File: config.mk
export PLATFORM = sky130hd
export DESIGN_NAME = ddr2_ctrl_top
export DESIGN_NICKNAME = d
export VERILOG_FILES = /design/src/logic/ddr2_pkg.sv /design/src/logic/ddr2_init_seq.sv /design/src/logic/ddr2_refresh_timer.sv /design/src/logic/ddr2_ctrl_fsm.sv /design/src/logic/ddr2_wdata_path.sv /design/src/logic/ddr2_rdata_path.sv /design/src/logic/ddr2_ctrl_top.sv
export SDC_FILE = /design/constraint.sdc
export NUM_CORES = 1
export LEC_CHECK = 0
export BUFFER_PORTS_ARGS = -buffer_cell sky130_fd_sc_hd__buf_2
export CAP_MARGIN = 30
export CORE_ASPECT_RATIO = 1.5
export CORE_MARGIN = 2
export CORE_UTILIZATION = 36
export DETAILED_ROUTE_END_ITERATION = 6
export PLACE_DENSITY_LB_ADDON = 0.1
export SLEW_MARGIN = 20
export SYNTH_ARGS = -nofsm -noshare
export SYNTH_HDL_FRONTEND = slang
export SYNTH_SLANG_ARGS = --single-unit
File: constraint.sdc
create_clock -name clk -period 6.14 [get_ports clk]
set_input_delay 1.228 -clock clk [delete_from_list [all_inputs] [get_ports clk]]
set_output_delay 1.228 -clock clk [all_outputs]
set_load 0.05 [all_outputs]
File: src/logic/ddr2_pkg.sv
// DDR2 controller shared definitions
package ddr2_pkg;

  // ----------------------------------------------------------------------
  // geometry
  // ----------------------------------------------------------------------
  localparam int BA_BITS   = 3;
  localparam int ROW_BITS  = 13;
  localparam int COL_BITS  = 10;
  localparam int ADDR_BITS = 13;
  localparam int DQ_BITS   = 8;

  // ----------------------------------------------------------------------
  // timing, all in clk cycles
  // ----------------------------------------------------------------------
  localparam int T_CKE_WAIT = 20;
  localparam int T_RP       = 3;
  localparam int T_RFC      = 12;
  localparam int T_MRD      = 2;
  localparam int T_RCD      = 3;
  localparam int T_WR       = 3;
  localparam int WL         = 2;
  localparam int RL         = 3;
  localparam int T_REFI     = 400;

  // address pin that turns PRE into precharge-all
  localparam int A10_ALLPRE = 10;

  typedef logic [BA_BITS-1:0]                    bank_t;
  typedef logic [ROW_BITS-1:0]                   row_t;
  typedef logic [COL_BITS-1:0]                   col_t;
  typedef logic [ADDR_BITS-1:0]                  dram_addr_t;
  typedef logic [BA_BITS+ROW_BITS+COL_BITS-1:0]  axi_addr_t;
  typedef logic [7:0]                            burst_len_t;
  typedef logic [2*DQ_BITS-1:0]                  word_t;

  // BL4 sequential, CL3, write recovery 2
  localparam dram_addr_t MR_VALUE   = 13'h0232;
  // DLL on, full drive, Rtt 75 ohm
  localparam dram_addr_t EMR1_VALUE = 13'h0004;

  // {cs_n, ras_n, cas_n, we_n}
  typedef enum logic [3:0] {
    CMD_LMR   = 4'b0000,
    CMD_AREF  = 4'b0001,
    CMD_PRE   = 4'b0010,
    CMD_ACT   = 4'b0011,
    CMD_WRITE = 4'b0100,
    CMD_READ  = 4'b0101,
    CMD_NOP   = 4'b0111
  } dram_cmd_t;

  typedef enum logic [3:0] {
    ST_INIT,
    ST_IDLE,
    ST_REF_PRE,
    ST_REF_WAIT,
    ST_ACT_WAIT,
    ST_WRITE,
    ST_WR_RECOVER,
    ST_READ,
    ST_RD_DRAIN,
    ST_PRE_WAIT
  } ctrl_state_t;

  typedef enum logic [1:0] {
    INIT_CKE,
    INIT_ISSUE,
    INIT_WAIT,
    INIT_DONE
  } init_state_t;

endpackage

File: src/logic/ddr2_init_seq.sv
// DDR2 power-up sequencer
module ddr2_init_seq (
  input  logic                 clk,
  input  logic                 rst_n,
  output ddr2_pkg::dram_cmd_t  init_cmd,
  output ddr2_pkg::bank_t      init_ba,
  output ddr2_pkg::dram_addr_t init_addr,
  output logic                 dram_cke,
  output logic                 init_end
);

  typedef logic [$clog2(ddr2_pkg::T_CKE_WAIT)-1:0] wait_t;

  ddr2_pkg::init_state_t state;
  wait_t                 wait_cnt;
  logic [3:0]            step;

  ddr2_pkg::dram_cmd_t   step_cmd;
  ddr2_pkg::bank_t       step_ba;
  ddr2_pkg::dram_addr_t  step_addr;
  wait_t                 step_wait;
  logic                  step_last;

  // ----------------------------------------------------------------------
  // command table, one entry per step
  // ----------------------------------------------------------------------
  always_comb begin
    step_cmd  = ddr2_pkg::CMD_LMR;
    step_ba   = '0;
    step_addr = '0;
    step_wait = wait_t'(ddr2_pkg::T_MRD - 1);
    step_last = 1'b0;
    case (step)
      4'd0, 4'd5: begin
        step_cmd                       = ddr2_pkg::CMD_PRE;
        step_addr[ddr2_pkg::A10_ALLPRE] = 1'b1;
        step_wait                      = wait_t'(ddr2_pkg::T_RP - 1);
      end
      // EMR2 and EMR3 stay at zero
      4'd1: step_ba = ddr2_pkg::bank_t'(2);
      4'd2: step_ba = ddr2_pkg::bank_t'(3);
      4'd3: begin
        step_ba   = ddr2_pkg::bank_t'(1);
        step_addr = ddr2_pkg::EMR1_VALUE;
      end
      4'd4: step_addr = ddr2_pkg::MR_VALUE;
      4'd6, 4'd7: begin
        step_cmd  = ddr2_pkg::CMD_AREF;
        step_wait = wait_t'(ddr2_pkg::T_RFC - 1);
      end
      default: begin
        // final mode register load
        step_addr = ddr2_pkg::MR_VALUE;
        step_last = 1'b1;
      end
    endcase
  end

  always_ff @(posedge clk or negedge rst_n) begin
    if (!rst_n) begin
      state     <= ddr2_pkg::INIT_CKE;
      wait_cnt  <= wait_t'(ddr2_pkg::T_CKE_WAIT - 1);
      step      <= '0;
      init_cmd  <= ddr2_pkg::CMD_NOP;
      init_ba   <= '0;
      init_addr <= '0;
      dram_cke  <= 1'b0;
      init_end  <= 1'b0;
    end else begin
      case (state)
        ddr2_pkg::INIT_CKE: begin
          if (wait_cnt == '0) begin
            dram_cke <= 1'b1;
            state    <= ddr2_pkg::INIT_ISSUE;
          end else begin
            wait_cnt <= wait_cnt - 1'b1;
          end
        end
        ddr2_pkg::INIT_ISSUE: begin
          init_cmd  <= step_cmd;
          init_ba   <= step_ba;
          init_addr <= step_addr;
          wait_cnt  <= step_wait;
          state     <= ddr2_pkg::INIT_WAIT;
        end
        ddr2_pkg::INIT_WAIT: begin
          init_cmd <= ddr2_pkg::CMD_NOP;
          if (wait_cnt != '0) begin
            wait_cnt <= wait_cnt - 1'b1;
          end else if (step_last) begin
            init_end <= 1'b1;
            state    <= ddr2_pkg::INIT_DONE;
          end else begin
            step  <= step + 1'b1;
            state <= ddr2_pkg::INIT_ISSUE;
          end
        end
        default: state <= ddr2_pkg::INIT_DONE;
      endcase
    end
  end

endmodule

File: src/logic/ddr2_refresh_timer.sv
// DDR2 refresh interval timer
module ddr2_refresh_timer (
  input  logic clk,
  input  logic rst_n,
  input  logic init_end,
  input  logic ref_ack,
  output logic ref_req
);

  typedef logic [$clog2(ddr2_pkg::T_REFI)-1:0] refi_cnt_t;

  refi_cnt_t refi_cnt;
  logic      refi_hit;

  assign refi_hit = init_end && (refi_cnt == refi_cnt_t'(ddr2_pkg::T_REFI - 1));

  always_ff @(posedge clk or negedge rst_n) begin
    if (!rst_n) begin
      refi_cnt <= '0;
      ref_req  <= 1'b0;
    end else begin
      if (refi_hit) begin
        refi_cnt <= '0;
      end else if (init_end) begin
        refi_cnt <= refi_cnt + 1'b1;
      end
      // request stays up until the FSM takes it
      if (refi_hit) begin
        ref_req <= 1'b1;
      end else if (ref_ack) begin
        ref_req <= 1'b0;
      end
    end
  end

endmodule

File: src/logic/ddr2_ctrl_fsm.sv
// DDR2 command control FSM
module ddr2_ctrl_fsm (
  input  logic                 clk,
  input  logic                 rst_n,
  input  logic                 init_end,
  input  ddr2_pkg::dram_cmd_t  init_cmd,
  input  ddr2_pkg::bank_t      init_ba,
  input  ddr2_pkg::dram_addr_t init_addr,
  input  logic                 ref_req,
  input  logic                 awvalid,
  input  ddr2_pkg::axi_addr_t  awaddr,
  input  ddr2_pkg::burst_len_t awlen,
  input  logic                 wvalid,
  input  logic                 bready,
  input  logic                 arvalid,
  input  ddr2_pkg::axi_addr_t  araddr,
  input  ddr2_pkg::burst_len_t arlen,
  output logic                 ref_ack,
  output logic                 awready,
  output logic                 wready,
  output logic                 bvalid,
  output logic                 arready,
  output ddr2_pkg::dram_cmd_t  dram_cmd,
  output ddr2_pkg::bank_t      dram_ba,
  output ddr2_pkg::dram_addr_t dram_addr,
  output logic                 wr_beat,
  output logic                 rd_issue,
  output logic                 rd_last_issue
);

  typedef logic [$clog2(ddr2_pkg::T_RFC)-1:0] wait_t;

  ddr2_pkg::ctrl_state_t state;
  ddr2_pkg::dram_cmd_t   cmd;
  ddr2_pkg::bank_t       ba;
  ddr2_pkg::dram_addr_t  addr;
  wait_t                 wait_cnt;
  logic                  rd_mode;
  ddr2_pkg::burst_len_t  beat_cnt;
  ddr2_pkg::burst_len_t  cmd_cnt;
  ddr2_pkg::col_t        col0;
  ddr2_pkg::burst_len_t  len;

  logic                  aw_go;
  logic                  ar_go;
  ddr2_pkg::axi_addr_t   acc_addr;
  ddr2_pkg::col_t        col_next;
  ddr2_pkg::dram_addr_t  prea_addr;
  logic                  last_read;

  // ----------------------------------------------------------------------
  // handshakes
  // ----------------------------------------------------------------------
  assign awready = (state == ddr2_pkg::ST_IDLE) && !ref_req && !bvalid;
  // writes win when both channels ask
  assign arready = (state == ddr2_pkg::ST_IDLE) && !ref_req && !awvalid;
  assign ref_ack = (state == ddr2_pkg::ST_IDLE) && ref_req;
  assign wready  = (state == ddr2_pkg::ST_WRITE);
  assign wr_beat = wready && wvalid;

  assign aw_go    = awready && awvalid;
  assign ar_go    = arready && arvalid;
  assign acc_addr = aw_go ? awaddr : araddr;

  // burst of four per column command
  assign col_next  = col0 + ddr2_pkg::col_t'({cmd_cnt, 2'b00});
  assign last_read = (cmd_cnt == (len >> 1));
  assign prea_addr = ddr2_pkg::dram_addr_t'(1) << ddr2_pkg::A10_ALLPRE;

  // init sequencer owns the bus until init_end
  assign dram_cmd  = (state == ddr2_pkg::ST_INIT) ? init_cmd  : cmd;
  assign dram_ba   = (state == ddr2_pkg::ST_INIT) ? init_ba   : ba;
  assign dram_addr = (state == ddr2_pkg::ST_INIT) ? init_addr : addr;

  // ----------------------------------------------------------------------
  // state machine and command register
  // ----------------------------------------------------------------------
  always_ff @(posedge clk or negedge rst_n) begin
    if (!rst_n) begin
      state         <= ddr2_pkg::ST_INIT;
      cmd           <= ddr2_pkg::CMD_NOP;
      ba            <= '0;
      addr          <= '0;
      wait_cnt      <= '0;
      rd_mode       <= 1'b0;
      beat_cnt      <= '0;
      cmd_cnt       <= '0;
      bvalid        <= 1'b0;
      rd_issue      <= 1'b0;
      rd_last_issue <= 1'b0;
    end else begin
      cmd           <= ddr2_pkg::CMD_NOP;
      rd_issue      <= 1'b0;
      rd_last_issue <= 1'b0;
      if (bvalid && bready) begin
        bvalid <= 1'b0;
      end
      case (state)
        ddr2_pkg::ST_INIT: begin
          if (init_end) begin
            state <= ddr2_pkg::ST_IDLE;
          end
        end
        ddr2_pkg::ST_IDLE: begin
          if (ref_req) begin
            cmd      <= ddr2_pkg::CMD_PRE;
            addr     <= prea_addr;
            wait_cnt <= wait_t'(ddr2_pkg::T_RP - 1);
            state    <= ddr2_pkg::ST_REF_PRE;
          end else if (aw_go || ar_go) begin
            cmd      <= ddr2_pkg::CMD_ACT;
            ba       <= acc_addr[ddr2_pkg::COL_BITS+ddr2_pkg::ROW_BITS +: ddr2_pkg::BA_BITS];
            addr     <= ddr2_pkg::dram_addr_t'(acc_addr[ddr2_pkg::COL_BITS +: ddr2_pkg::ROW_BITS]);
            rd_mode  <= !aw_go;
            beat_cnt <= '0;
            cmd_cnt  <= '0;
            // reads enter ST_READ a cycle early so the first READ lands on tRCD
            wait_cnt <= aw_go ? wait_t'(ddr2_pkg::T_RCD - 1) : wait_t'(ddr2_pkg::T_RCD - 2);
            state    <= ddr2_pkg::ST_ACT_WAIT;
          end
        end
        ddr2_pkg::ST_REF_PRE: begin
          if (wait_cnt == '0) begin
            cmd      <= ddr2_pkg::CMD_AREF;
            wait_cnt <= wait_t'(ddr2_pkg::T_RFC - 1);
            state    <= ddr2_pkg::ST_REF_WAIT;
          end else begin
            wait_cnt <= wait_cnt - 1'b1;
          end
        end
        ddr2_pkg::ST_REF_WAIT: begin
          if (wait_cnt == '0) begin
            state <= ddr2_pkg::ST_IDLE;
          end else begin
            wait_cnt <= wait_cnt - 1'b1;
          end
        end
        ddr2_pkg::ST_ACT_WAIT: begin
          if (wait_cnt == '0) begin
            state <= rd_mode ? ddr2_pkg::ST_READ : ddr2_pkg::ST_WRITE;
          end else begin
            wait_cnt <= wait_cnt - 1'b1;
          end
        end
        ddr2_pkg::ST_WRITE: begin
          if (wr_beat) begin
            beat_cnt <= beat_cnt + 1'b1;
            // odd beat completes a pair
            if (beat_cnt[0]) begin
              cmd     <= ddr2_pkg::CMD_WRITE;
              addr    <= ddr2_pkg::dram_addr_t'(col_next);
              cmd_cnt <= cmd_cnt + 1'b1;
            end
            if (beat_cnt == len) begin
              wait_cnt <= wait_t'(ddr2_pkg::WL + ddr2_pkg::T_WR);
              state    <= ddr2_pkg::ST_WR_RECOVER;
            end
          end
        end
        ddr2_pkg::ST_WR_RECOVER: begin
          if (wait_cnt == '0) begin
            cmd      <= ddr2_pkg::CMD_PRE;
            addr     <= prea_addr;
            bvalid   <= 1'b1;
            wait_cnt <= wait_t'(ddr2_pkg::T_RP - 1);
            state    <= ddr2_pkg::ST_PRE_WAIT;
          end else begin
            wait_cnt <= wait_cnt - 1'b1;
          end
        end
        ddr2_pkg::ST_READ: begin
          // one READ every second cycle
          if (cmd != ddr2_pkg::CMD_READ) begin
            cmd      <= ddr2_pkg::CMD_READ;
            addr     <= ddr2_pkg::dram_addr_t'(col_next);
            rd_issue <= 1'b1;
            cmd_cnt  <= cmd_cnt + 1'b1;
            if (last_read) begin
              rd_last_issue <= 1'b1;
              wait_cnt      <= wait_t'(ddr2_pkg::RL + 1);
              state         <= ddr2_pkg::ST_RD_DRAIN;
            end
          end
        end
        ddr2_pkg::ST_RD_DRAIN: begin
          if (wait_cnt == '0) begin
            cmd      <= ddr2_pkg::CMD_PRE;
            addr     <= prea_addr;
            wait_cnt <= wait_t'(ddr2_pkg::T_RP - 1);
            state    <= ddr2_pkg::ST_PRE_WAIT;
          end else begin
            wait_cnt <= wait_cnt - 1'b1;
          end
        end
        ddr2_pkg::ST_PRE_WAIT: begin
          if (wait_cnt == '0) begin
            state <= ddr2_pkg::ST_IDLE;
          end else begin
            wait_cnt <= wait_cnt - 1'b1;
          end
        end
        default: state <= ddr2_pkg::ST_IDLE;
      endcase
    end
  end

  // request fields held for the whole access
  always_ff @(posedge clk) begin
    if (aw_go || ar_go) begin
      col0 <= acc_addr[0 +: ddr2_pkg::COL_BITS];
      len  <= aw_go ? awlen : arlen;
    end
  end

endmodule

File: src/logic/ddr2_wdata_path.sv
// DDR2 write data delay line
module ddr2_wdata_path (
  input  logic            clk,
  input  logic            rst_n,
  input  logic            wr_beat,
  input  ddr2_pkg::word_t wdata,
  output ddr2_pkg::word_t dq_out,
  output logic            dq_oe
);

  // WL+1 stages, beat at t drives DQ at t+WL+1
  ddr2_pkg::word_t         data_q [ddr2_pkg::WL+1];
  logic [ddr2_pkg::WL:0]   valid_q;

  always_ff @(posedge clk or negedge rst_n) begin
    if (!rst_n) begin
      valid_q <= '0;
    end else begin
      valid_q <= {valid_q[ddr2_pkg::WL-1:0], wr_beat};
    end
  end

  always_ff @(posedge clk) begin
    data_q[0] <= wdata;
    for (int i = 1; i <= ddr2_pkg::WL; i++) begin
      data_q[i] <= data_q[i-1];
    end
  end

  assign dq_out = data_q[ddr2_pkg::WL];
  assign dq_oe  = valid_q[ddr2_pkg::WL];

endmodule

File: src/logic/ddr2_rdata_path.sv
// DDR2 read data capture
module ddr2_rdata_path (
  input  logic            clk,
  input  logic            rst_n,
  input  logic            rd_issue,
  input  logic            rd_last_issue,
  input  ddr2_pkg::word_t dq_in,
  output logic            rvalid,
  output logic            rlast,
  output ddr2_pkg::word_t rdata
);

  // bit i is high i+1 cycles after the READ
  logic [ddr2_pkg::RL+1:0] rd_sh;
  logic [ddr2_pkg::RL+1:0] last_sh;
  logic                    capture;

  always_ff @(posedge clk or negedge rst_n) begin
    if (!rst_n) begin
      rd_sh   <= '0;
      last_sh <= '0;
    end else begin
      rd_sh   <= {rd_sh[ddr2_pkg::RL:0], rd_issue};
      last_sh <= {last_sh[ddr2_pkg::RL:0], rd_last_issue};
    end
  end

  // dq_in carries the two words RL and RL+1 cycles after the READ
  assign capture = rd_sh[ddr2_pkg::RL-1] | rd_sh[ddr2_pkg::RL];

  always_ff @(posedge clk) begin
    if (capture) begin
      rdata <= dq_in;
    end
  end

  assign rvalid = rd_sh[ddr2_pkg::RL] | rd_sh[ddr2_pkg::RL+1];
  // second word of the final READ
  assign rlast  = last_sh[ddr2_pkg::RL+1];

endmodule

File: src/logic/ddr2_ctrl_top.sv
// DDR2 command controller top
module ddr2_ctrl_top (
  input  logic                 clk,
  input  logic                 rst_n,
  input  logic                 awvalid,
  output logic                 awready,
  input  ddr2_pkg::axi_addr_t  awaddr,
  input  ddr2_pkg::burst_len_t awlen,
  input  logic                 wvalid,
  output logic                 wready,
  input  ddr2_pkg::word_t      wdata,
  output logic                 bvalid,
  input  logic                 bready,
  input  logic                 arvalid,
  output logic                 arready,
  input  ddr2_pkg::axi_addr_t  araddr,
  input  ddr2_pkg::burst_len_t arlen,
  output logic                 rvalid,
  output logic                 rlast,
  output ddr2_pkg::word_t      rdata,
  output ddr2_pkg::dram_cmd_t  dram_cmd,
  output ddr2_pkg::bank_t      dram_ba,
  output ddr2_pkg::dram_addr_t dram_addr,
  output logic                 dram_cke,
  output ddr2_pkg::word_t      dq_out,
  output logic                 dq_oe,
  input  ddr2_pkg::word_t      dq_in,
  output logic                 init_end
);

  ddr2_pkg::dram_cmd_t  init_cmd;
  ddr2_pkg::bank_t      init_ba;
  ddr2_pkg::dram_addr_t init_addr;
  logic                 ref_req;
  logic                 ref_ack;
  logic                 wr_beat;
  logic                 rd_issue;
  logic                 rd_last_issue;

  // ----------------------------------------------------------------------
  // control
  // ----------------------------------------------------------------------
  ddr2_init_seq init_seq_i (
    .clk       (clk),
    .rst_n     (rst_n),
    .init_cmd  (init_cmd),
    .init_ba   (init_ba),
    .init_addr (init_addr),
    .dram_cke  (dram_cke),
    .init_end  (init_end)
  );

  ddr2_refresh_timer refresh_timer_i (
    .clk      (clk),
    .rst_n    (rst_n),
    .init_end (init_end),
    .ref_ack  (ref_ack),
    .ref_req  (ref_req)
  );

  ddr2_ctrl_fsm ctrl_fsm_i (
    .clk           (clk),
    .rst_n         (rst_n),
    .init_end      (init_end),
    .init_cmd      (init_cmd),
    .init_ba       (init_ba),
    .init_addr     (init_addr),
    .ref_req       (ref_req),
    .awvalid       (awvalid),
    .awaddr        (awaddr),
    .awlen         (awlen),
    .wvalid        (wvalid),
    .bready        (bready),
    .arvalid       (arvalid),
    .araddr        (araddr),
    .arlen         (arlen),
    .ref_ack       (ref_ack),
    .awready       (awready),
    .wready        (wready),
    .bvalid        (bvalid),
    .arready       (arready),
    .dram_cmd      (dram_cmd),
    .dram_ba       (dram_ba),
    .dram_addr     (dram_addr),
    .wr_beat       (wr_beat),
    .rd_issue      (rd_issue),
    .rd_last_issue (rd_last_issue)
  );

  // ----------------------------------------------------------------------
  // datapath
  // ----------------------------------------------------------------------
  ddr2_wdata_path wdata_path_i (
    .clk     (clk),
    .rst_n   (rst_n),
    .wr_beat (wr_beat),
    .wdata   (wdata),
    .dq_out  (dq_out),
    .dq_oe   (dq_oe)
  );

  ddr2_rdata_path rdata_path_i (
    .clk           (clk),
    .rst_n         (rst_n),
    .rd_issue      (rd_issue),
    .rd_last_issue (rd_last_issue),
    .dq_in         (dq_in),
    .rvalid        (rvalid),
    .rlast         (rlast),
    .rdata         (rdata)
  );

endmodule

==> reports/qor.csv, run 1 <==
metric;value;unit
Final Setup Violations;0;
Seq/Total Area, Yosys;55.3;%
maximum root-to-sink buffer count;2;
Worst-path clk slew;70;ps
Fin. Hold Viols;0;
syn_nets;888;
Max FO, Critical Path;29;
HP Start;wdata_path_i.data_q[0][3]$_DFF_P_;
Worst Clk Skew;6.67;ps
Max Transition Viols Final;0;
initial DRC count;263;
met1 Use GR;19.5;%
hold_buf cts;0;
gr usage total;16.8;%
fmax;255;MHz
minimum clock period;3920;ps
post-CTS sizing;0;
first-pass iteration count of the detailed router;4;
Die X-Extent;124;um
vias in the first global route;5779;
Rows;65;
Place WS;2650;ps
global route total overflow;0;
Worst setup EP type;output pin;
n_diodes;0;
leading area contributor after synthesis;dfrtp_1;
top-area cell type share of the netlist area;26.6;%
Peak VDD IR;236;uV
Mapped Area;7720;um^2
status;completed;
EDFF count, synth;34;
# nets final;1031;
ys flop type;dfrtp_1;
pin count of the biggest net entering global routing;59;
CTS buffer count;17;
met2 Use GR;29.5;%
RSZ-0062 raised after global routing;no;
Hold WC Path Type;register to register;
fin crit share;63.9;%
Async S/R FF share, synth;52.6;%
GR Util met3;3.58;%
grt peak-use layer;met2;
dpl cell area;8670;um^2
Synth area leaders;dfrtp_1 (27%), edfxtp_1 (13%), dfxtp_1 (12%);
P&R area growth vs syn;20.2;%
root buf cell;clkbuf_16;
ANT nets after route;0;
fin util;44.1;%
total core area;21100;um^2
post-DP HPWL;13.2;mm
r2r endpoint;ctrl_fsm_i.col0[1]$_DFFE_PP_;
drt drc;0;
die area;22700;um^2
Initial Utilization;36.7;%
fraction of layout cells with a size suffix above 1;25.4;%
TNS Setup;0;ps
clk sinks;173;
Worst Hold End;wdata_path_i.data_q[0][19]$_DFF_P_;
setup slack after layout;2220;ps
synthesized flop and latch total;173;
Synth Instances;758;
Clk Latency, worst-skew pair;440;ps
GPL Wtd Cong;0.824;
relative slew slack;43.7;%
LEAKAGE;4.35;nW
Crit Reg-Reg Startpoint;ctrl_fsm_i.state[0]$_DFFE_PN0P_;
Yosys warning count;0;
TritonCTS clock tree;built;
r2r worst-path depth;6;
Port Buffer Count;165;
Boundary Pins;167;
worst setup path category;register to output pin;
Vias;5700;
Setup crit start;ctrl_fsm_i.state[2]$_DFFE_PN0P_;
max-cap viol count;0;
PD cells;496;nW/um^2
first-pass GRT wire length;29.3;mm
post-route design area;9280;um^2
Required @ worst endpoint;4910;ps
slew of the pin with the lowest slew margin;844;ps
Setup Buffers After CTS;0;
worst hold path stage count;0;
setup slack, reg-to-reg;3170;ps
initial antenna violation count;0;
syn_area_per_cell;10.2;um^2
Synth cell types;73;
Filler cells;2116;
routed vias/inst;4.82;
Design Power;4.60;mW
startpoint class of the critical path;register;
average wire per standard cell;15.2;um
die height;183;um
CTS H-Tree Depth;4;
Worst EP arrival;2700;ps
WL final;17.9;mm
[flip-flops by register name, summed over array words and instances, names as in the netlist, 3 cells and up]
signal / flops
ctrl_fsm_i.wait_cnt: 4
refresh_timer_i.refi_cnt: 9
ctrl_fsm_i.ba: 3
wdata_path_i.data_q: 48
ctrl_fsm_i.cmd: 3
rdata_path_i.rdata: 16
ctrl_fsm_i.state: 4
rdata_path_i.last_sh: 5
wdata_path_i.valid_q: 3
ctrl_fsm_i.col0: 10
ctrl_fsm_i.beat_cnt: 8
init_seq_i.step: 4
init_seq_i.init_addr: 3
init_seq_i.init_cmd: 3
init_seq_i.wait_cnt: 5
ctrl_fsm_i.len: 8
ctrl_fsm_i.cmd_cnt: 8
rdata_path_i.rd_sh: 5
ctrl_fsm_i.addr: 13
[cells in the mapped netlist, types with 5 or more instances]
| cell | instances |
|---|---|
| dfrtp_1 | 82 |
| nand4_1 | 13 |
| buf_2 | 12 |
| nand3_1 | 12 |
| and3_1 | 5 |
| o21ai_0 | 28 |
| a21oi_1 | 50 |
| ha_1 | 23 |
| nor3b_1 | 5 |
| dfstp_2 | 9 |
| a21o_1 | 6 |
| nor2_1 | 49 |
| nand2b_1 | 9 |
| nor3_1 | 14 |
| o21ai_1 | 5 |
| xor2_1 | 24 |
| mux2i_1 | 12 |
| o22ai_1 | 10 |
| a31oi_1 | 5 |
| edfxtp_1 | 34 |
| inv_1 | 33 |
| clkbuf_1 | 12 |
| nand2_1 | 132 |
| mux2_2 | 7 |
| xnor2_1 | 18 |
| and2_1 | 11 |
| buf_4 | 20 |
| dfxtp_1 | 48 |
[routing by layer]
metal | part of all wire, % | vias to the layer above
li1 | - | 2871
met1 | 42 | 2639
met2 | 51 | 157
met3 | 4.4 | 33
met4 | 3.0 | 0
met5 | 0 | -
[cell type report]
type	instances	area, um^2	area share [%]
timing repair buffer	171	881	9.49
clock buffer	24	546	5.88
tap	268	335	3.61
sequential	173	4270	46.0
multi-input combinational	504	3060	32.9
inverter	34	128	1.38
clock inverter	8	65.1	0.701
[cell families after synthesis]
logic type	after synthesis	share of synthesized area, %
xor gates and xnor gates	42	4.76
other	1	0.0486
buffers and inverters	81	5.20
adders and majority gates	24	3.99
AOI/OAI and AO/OA	137	10.9
muxes	19	2.58
DFF	173	55.3
and+or+nand+nor	281	17.2
[metrics by stage]
| step | std cells | hold WS (ps) |
|---|---|---|
| after floorplan | 758 | 310 |
| after global placement | 1149 | 310 |
| after global routing | 1182 | 321 |
| final | 1182 | 321 |
| after CTS | 1182 | 322 |
| after detailed placement | 1150 | 312 |
[power breakdown]
part	internal (mW)	leakage [nW]	total [mW]	switching [mW]
combinational	0.614	2.16	1.91	1.30
sequential	1.41	1.88	1.61	0.203
clock	0.630	0.306	1.08	0.452
[placed cells by master (no fill, tap or decap), types with 4 or more instances in the layout]
cell type / synthesis / routed
nand3_1: 12 / 12
nor3_1: 14 / 13
a21o_1: 6 / 6
dfrtp_1: 82 / 82
inv_1: 33 / 33
nor3b_1: 5 / 5
nand4_1: 13 / 13
buf_2: 12 / 164
clkbuf_16: 0 / 20
dfstp_2: 9 / 9
or3_1: 4 / 4
a31oi_1: 5 / 5
a21oi_1: 50 / 50
xnor2_1: 18 / 18
buf_4: 20 / 6
ha_1: 23 / 23
or3b_1: 4 / 4
o21ai_1: 5 / 5
nor2_1: 49 / 49
o211ai_1: 4 / 4
dfxtp_1: 48 / 48
o21ai_0: 28 / 28
and3_1: 5 / 5
xor2_1: 24 / 24
nand3b_1: 4 / 4
edfxtp_1: 34 / 34
mux2i_1: 12 / 12
nand2_1: 132 / 132
mux2_2: 7 / 7
nand2b_1: 9 / 9
o22ai_1: 10 / 10
and2_1: 11 / 11
[worst max-delay path by stage]
stage                   end  slack, ps
6_report       dram_addr[2]       2220
5_1_grt          dram_ba[1]       2060
4_1_cts          dram_ba[1]       2180
3_5_place_dp     dram_ba[1]       2650
3_3_place_gp   dram_addr[2]       2660
2_1_floorplan    dram_ba[1]       2440
[worst max-delay path, cell delays in order, from the launching register on]
cell     delay [ps]
dfrtp_1         660
or4_1          1000
o21ai_0         290
buf_2           290
(Power assumes the default switching activity.)
==> inputs of run 2 (changes only) <==
- clock period: 6.14 -> 3.4 ns (I/O delays scaled with it)
==> run 2 against run 1 <==
Worst setup slack got worse by 2000 ps. Final cell count grew 0.59%. Utilization hardly changed. Combinational power increased by 90%. Routed wire length up 5.1%. Count of clock-buffer cells in the layout fell by 3. Critical path depth is 1 higher. Total power increased by 79%. Hold slack got worse by 88 ps. Non-clock buffer count increased by 7. Clock skew rose by 4.0 ps. Critical endpoint is now dram_addr[8]. Largest power group unchanged. Highest routed layer unchanged.
==> reports/qor.csv, run 2 (synthesis results as in run 1) <==
metric;value;unit;change
status;completed;;
first-pass GRT wire length;30.3;mm;+3.3%
gr usage total;17.6;%;+0.76 points
largest registers;wdata_path_i.data_q (48), rdata_path_i.rdata (16), ctrl_fsm_i.addr (13);;
Clk Latency, worst-skew pair;430;ps;about the same
largest reg by FF count;wdata_path_i.data_q;;
Vias;5745;;+0.79%
startpoint class of the critical path;register;;
relative slew slack;41.3;%;-2.4 points
Setup Buffers After CTS;0;;unchanged
Final Setup Violations;0;;unchanged
max reg flops;48;;unchanged
PD cells;890;nW/um^2;+80%
most frequent cells in the layout;buf_2 (164), nand2_1 (132), dfrtp_1 (82), a21oi_1 (50), nor2_1 (49);;
pin count of the biggest net entering global routing;53;;-10%
fmax;315;MHz;
slew of the pin with the lowest slew margin;868;ps;+23.7 ps
Port Buffer Count;165;;unchanged
fin crit share;93.3;%;
RSZ-0062 raised after global routing;no;;
max-cap viol count;0;;unchanged
Worst setup EP type;output pin;;
post-route design area;9280;um^2;about the same
root buf cell;clkbuf_16;;
# nets final;1038;;+0.68%
die area;22700;um^2;unchanged
Rows;65;;unchanged
WL final;18.9;mm;+5.1%
TritonCTS clock tree;built;;
P&R area growth vs syn;20.1;%;about the same
vias in the first global route;5776;;-0.052%
Die X-Extent;124;um;unchanged
Boundary Pins;167;;unchanged
worst hold margin;233;ps;-88.1 ps
drt drc;0;;unchanged
Peak VDD IR;427;uV;+81%
hold_buf cts;0;;unchanged
n_diodes;0;;unchanged
Worst EP arrival;2490;ps;-210 ps
CTS buffer count;17;;unchanged
Max FO, Critical Path;18;;-38%
average wire per standard cell;15.9;um;+4.5%
clk sinks;173;;unchanged
worst setup path category;register to output pin;;
Max Transition Viols Final;0;;unchanged
minimum clock period;3170;ps;
global route total overflow;0;;unchanged
post-DP HPWL;14.0;mm;+6.2%
die height;183;um;unchanged
initial DRC count;301;;+14%
Fin. Hold Viols;0;;unchanged
routed vias/inst;4.83;;+0.20%
TNS Setup;0;ps;unchanged
maximum root-to-sink buffer count;2;;unchanged
Worst-path clk slew;70;ps;about the same
total core area;21100;um^2;unchanged
LEAKAGE;4.36;nW;+0.22%
dpl cell area;8730;um^2;+0.66%
Required @ worst endpoint;2720;ps;-2190 ps
post-CTS sizing;0;;unchanged
first-pass iteration count of the detailed router;4;;unchanged
CTS H-Tree Depth;4;;unchanged
fraction of layout cells with a size suffix above 1;25.8;%;+0.46 points
Hold WC Path Type;input pin to asynchronous set/reset pin;;
Worst Clk Skew;10.7;ps;+4.01 ps
ANT nets after route;0;;unchanged
commonest non-fill, non-tap cell in the layout;buf_2;;
Initial Utilization;36.7;%;unchanged
initial antenna violation count;0;;unchanged
GPL Wtd Cong;0.887;;+7.6%
## run 2: cell count changes in the layout (fill, tap and decap cells not counted), sizes merged
cell,delta
inv,+3
buf,+7
clkbuf,-3
## run 2: stage by stage
step / setup slack [ps] / utilization [%] / cells / total power [mW]
after CTS: 157 / 44.0 / 1189 / 8.38
after global routing: 71.5 / 44.0 / 1189 / 8.81
after global placement: 632 / 41.4 / 1157 / 6.50
after floorplan: 253 / - / 758 / 5.54
final: 227 / 44.0 / 1189 / 8.26
after detailed placement: 635 / 41.4 / 1157 / 6.51
## run 2: area by class of cell
cell class | instances | area [um^2]
Fill cell | 2089 | 11800
Tap cell | 268 | 335
Clock inverter | 11 | 78.8
Timing Repair Buffer | 178 | 938
Multi-Input combinational cell | 504 | 3060
Sequential cell | 173 | 4270
Inverter | 34 | 128
Clock buffer | 21 | 472
## run 2: path summary, 6_finish.rpt
path	end	slack, ps	cells after the start	from
worst max-delay path	dram_addr[8]	230	4	ctrl_fsm_i.state[2]$_DFFE_PN0P_
worst min-delay path	refresh_timer_i.refi_cnt[7]$_DFFE_PN0P_	230	1	rst_n
worst max register to register	ctrl_fsm_i.addr[10]$_DFFE_PN0P_	690	6	ctrl_fsm_i.state[2]$_DFFE_PN0P_
worst min register to register	wdata_path_i.data_q[0][45]$_DFF_P_	320	0	wdata_path_i.data_q[0][29]$_DFF_P_
max in group asynchronous	init_seq_i.wait_cnt[0]$_DFFE_PN1P_	2430	2	rst_n
min in group clk	wdata_path_i.data_q[0][45]$_DFF_P_	320	0	wdata_path_i.data_q[0][29]$_DFF_P_
## run 2: critical path, cell delays in order, from the launching register on
cell,delay [ps]
dfrtp_1,550
or4_1,850
buf_4,290
and2_1,150
buf_2,200
## run 2: per-layer routing
metal | up-vias | part of all wire (%) | global-route usage [%]
met5 | - | 0 | 0
met4 | 0 | 3.0 | 7.77
met3 | 30 | 4.4 | 3.86
met2 | 166 | 52 | 30.8
met1 | 2670 | 40 | 20.2
li1 | 2879 | - | -
## run 2: power by group
group / internal (mW) / switching [mW]
Clock: 1.01 / 0.825
Sequential: 2.54 / 0.256
Combinational: 1.13 / 2.50
Total: 4.68 / 3.58
==> inputs of run 3 (changes only) <==
- ABC_AREA: unset -> 1
==> run 3 against run 2 <==
Routed wire length rose by 0.67%. Total power is 49% lower. Die area grew 4.0%. Critical endpoint is now dram_addr[1]. Global-route usage fell by 1.0 points. Synthesized cell count is 21% higher. Worst setup slack gained 130 ps. Synthesized area grew 4.1%. Critical path depth up 3. Largest power group is now registers. Final area up 3.9%. Utilization is 0.48 points lower.
==> reports/qor.csv, run 3 <==
metric;value;unit;change
Final Setup Violations;0;;unchanged
Synth Instances;915;;+21%
most frequent cells in the layout;nand2_1 (266), buf_2 (164), inv_1 (113), dfrtp_1 (82), nor2_1 (70);;
Mapped Area;8040;um^2;+4.1%
clk sinks;173;;unchanged
die area;23600;um^2;+4.0%
Sw Ratio;24.5;%;-19 points
Setup crit start;ctrl_fsm_i.state[0]$_DFFE_PN0P_;;
# nets final;1202;;+16%
Worst-path clk slew;70;ps;about the same
max-cap viol count;0;;unchanged
Clock power frac;45.6;%;+23 points
Synth cell types;52;;-29%
ys flop type;dfrtp_1;;
max reg flops;48;;unchanged
Clk Latency, worst-skew pair;440;ps;about the same
startpoint class of the critical path;register;;
vias in the first global route;6159;;+6.6%
post-DP HPWL;14.7;mm;+4.8%
fmax;328;MHz;+4.2%
LEAKAGE;4.84;nW;+11%
GPL Wtd Cong;0.836;;-5.7%
average wire per standard cell;13.9;um;-12%
drt drc;0;;unchanged
global route total overflow;0;;unchanged
relative slew slack;52.5;%;+11 points
NetSw;1.04;mW;-71%
largest registers;wdata_path_i.data_q (48), rdata_path_i.rdata (16), ctrl_fsm_i.addr (13);;
dpl cell area;9050;um^2;+3.7%
Worst setup EP type;output pin;;
synthesized flop and latch total;173;;unchanged
total core area;22100;um^2;+5.1%
sequential power share;50.6;%;+17 points
syn_area_per_cell;8.79;um^2;-14%
Async S/R FF share, synth;52.6;%;unchanged
Die X-Extent;126;um;+2.0%
CTS H-Tree Depth;4;;unchanged
PD cells;438;nW/um^2;-51%
Hold WC Path Type;input pin to asynchronous set/reset pin;;
Initial Utilization;36.3;%;-0.33 points
post-route design area;9640;um^2;+3.9%
Yosys warning count;0;;unchanged
Crit path max-delay family;buffers and inverters;;
Vias;6216;;+8.2%
Max Transition Viols Final;0;;unchanged
TritonCTS clock tree;built;;
Boundary Pins;167;;unchanged
Synth area leaders;dfrtp_1 (26%), edfxtp_1 (13%), nand2_1 (12%);;
Crit Reg-Reg Startpoint;ctrl_fsm_i.state[0]$_DFFE_PN0P_;;
TNS Setup;0;ps;unchanged
maximum root-to-sink buffer count;2;;unchanged
top cells by count, synth;nand2_1 (266), inv_1 (113), dfrtp_1 (82), nor2_1 (70), dfxtp_1 (48);;
root buf cell;clkbuf_16;;
post-CTS sizing;0;;unchanged
routed vias/inst;4.56;;-5.5%
fraction of layout cells with a size suffix above 1;23.0;%;-2.8 points
worst setup path category;register to output pin;;
commonest non-fill, non-tap cell in the layout;nand2_1;;
slowest stage cell, crit path;dfrtp_1;;
pin count of the biggest net entering global routing;55;;+3.8%
Port Buffer Count;165;;unchanged
CTS buffer count;17;;unchanged
initial antenna violation count;1;;+1
fin crit share;89.6;%;-3.7 points
most used cell, CP;nand2_1;;
gr usage total;16.5;%;-1.0 points
Filler cells;2279;;+9.1%
Required @ worst endpoint;2720;ps;about the same
first-pass GRT wire length;30.7;mm;+1.6%
P&R area growth vs syn;19.9;%;
Power Internal;3.19;mW;-32%
top-area cell type share of the netlist area;25.5;%;-1.1 points
syn_nets;1045;;+18%
die height;187;um;+2.0%
slew of the pin with the lowest slew margin;712;ps;-156 ps
hold_buf cts;0;;unchanged
largest reg by FF count;wdata_path_i.data_q;;
count leader, synth;nand2_1;;
Setup Buffers After CTS;0;;unchanged
WP buf/inv;3;;+1
initial DRC count;226;;-25%
CP max stage delay;530;ps;-320 ps
Design Power;4.23;mW;-49%
status;completed;;
leading area contributor after synthesis;dfrtp_1;;
Fin. Hold Viols;0;;unchanged
first-pass iteration count of the detailed router;5;;+1
Rows;67;;+3.1%
WL final;19.0;mm;+0.67%
Seq/Total Area, Yosys;53.1;%;-2.2 points
combinational power share;3.7;%;-40 points
ANT nets after route;0;;unchanged
Worst Clk Skew;12.6;ps;+1.89 ps
minimum clock period;3050;ps;-127 ps
worst path cell trace;nor2_1 -> nand2_1 -> buf_4 -> inv_1 -> nand2_1 -> o21ai_0 -> buf_2;;
Peak VDD IR;333;uV;-22%
Max FO, Critical Path;16;;-2
RSZ-0062 raised after global routing;no;;
EDFF count, synth;34;;unchanged
Worst EP arrival;2370;ps;-120 ps
## run 3: changes by cell type after synthesis, sizes merged, moves of 7 or more
cell    before  now
a21oi       51   22
and2        11    0
buf         35   28
clkbuf      12    5
inv         34  118
mux2         7    0
mux2i       12    0
nand2      132  273
nand2b      10    0
nand3       13   42
nor2        50   79
o21ai       33   57
xnor2       18   10
xor2        24   16
## run 3: routing by layer
metal	routed length, um	up-vias	track usage, %
li1	-	3231	-
met1	7640	2808	18.5
met2	10100	156	30.4
met3	879	21	3.86
met4	383	0	5.79
met5	0	-	0
## run 3: area by class of cell
cell class | count | area (um^2) | share of cell area, %
Timing Repair Buffer | 171 | 886 | 9.19
Multi-Input combinational cell | 591 | 3100 | 32.2
Antenna cell | 1 | 2.50 | 0.0260
Clock inverter | 15 | 163 | 1.69
Inverter | 118 | 448 | 4.65
Sequential cell | 173 | 4270 | 44.3
Clock buffer | 17 | 425 | 4.41
Tap cell | 276 | 345 | 3.58
## run 3: per-stage QoR
stage / hold slack [ps] / util [%] / worst slack [ps] / std cells
2_1_floorplan: 310 / - / 618 / 915
3_3_place_gp: 310 / 40.9 / 804 / 1329
3_5_place_dp: 312 / 40.9 / 779 / 1329
4_1_cts: 312 / 43.6 / 292 / 1361
5_1_grt: 314 / 43.6 / 162 / 1362
6_report: 296 / 43.6 / 353 / 1362
## run 3: worst paths after layout
| check | endpoint | slack (ps) | depth (start not counted) |
|---|---|---|---|
| max | dram_addr[1] | 350 | 7 |
| min | refresh_timer_i.refi_cnt[4]$_DFFE_PN0P_ | 300 | 1 |
| max reg2reg | ctrl_fsm_i.addr[8]$_DFFE_PN0P_ | 900 | 9 |
| min reg2reg | wdata_path_i.data_q[0][22]$_DFF_P_ | 330 | 0 |
| max in group asynchronous | ctrl_fsm_i.beat_cnt[1]$_DFFE_PN0P_ | 2460 | 2 |
| min in group clk | wdata_path_i.data_q[0][22]$_DFF_P_ | 330 | 0 |
## run 3: power groups by stage
stage          sequential (mW)  clock [mW]  combinational (mW)
4_1_cts                   2.14        2.00               0.162
6_report                  2.14        1.93               0.157
3_5_place_dp              2.18           0               0.161
5_1_grt                   2.14        2.08               0.174
3_3_place_gp              2.18           0               0.161
2_1_floorplan             2.18           0              0.0752
## run 3: kinds of logic after synthesis
group,after synthesis,synth area share [%]
AND/OR/NAND/NOR,431,24.0
flip-flops,173,53.1
buffers and inverters,151,8.32
AO/OA/AOI/OAI,109,7.86
XOR/XNOR,26,2.83
adder cells (fa/ha/maj),24,3.83
other,1,0.0466
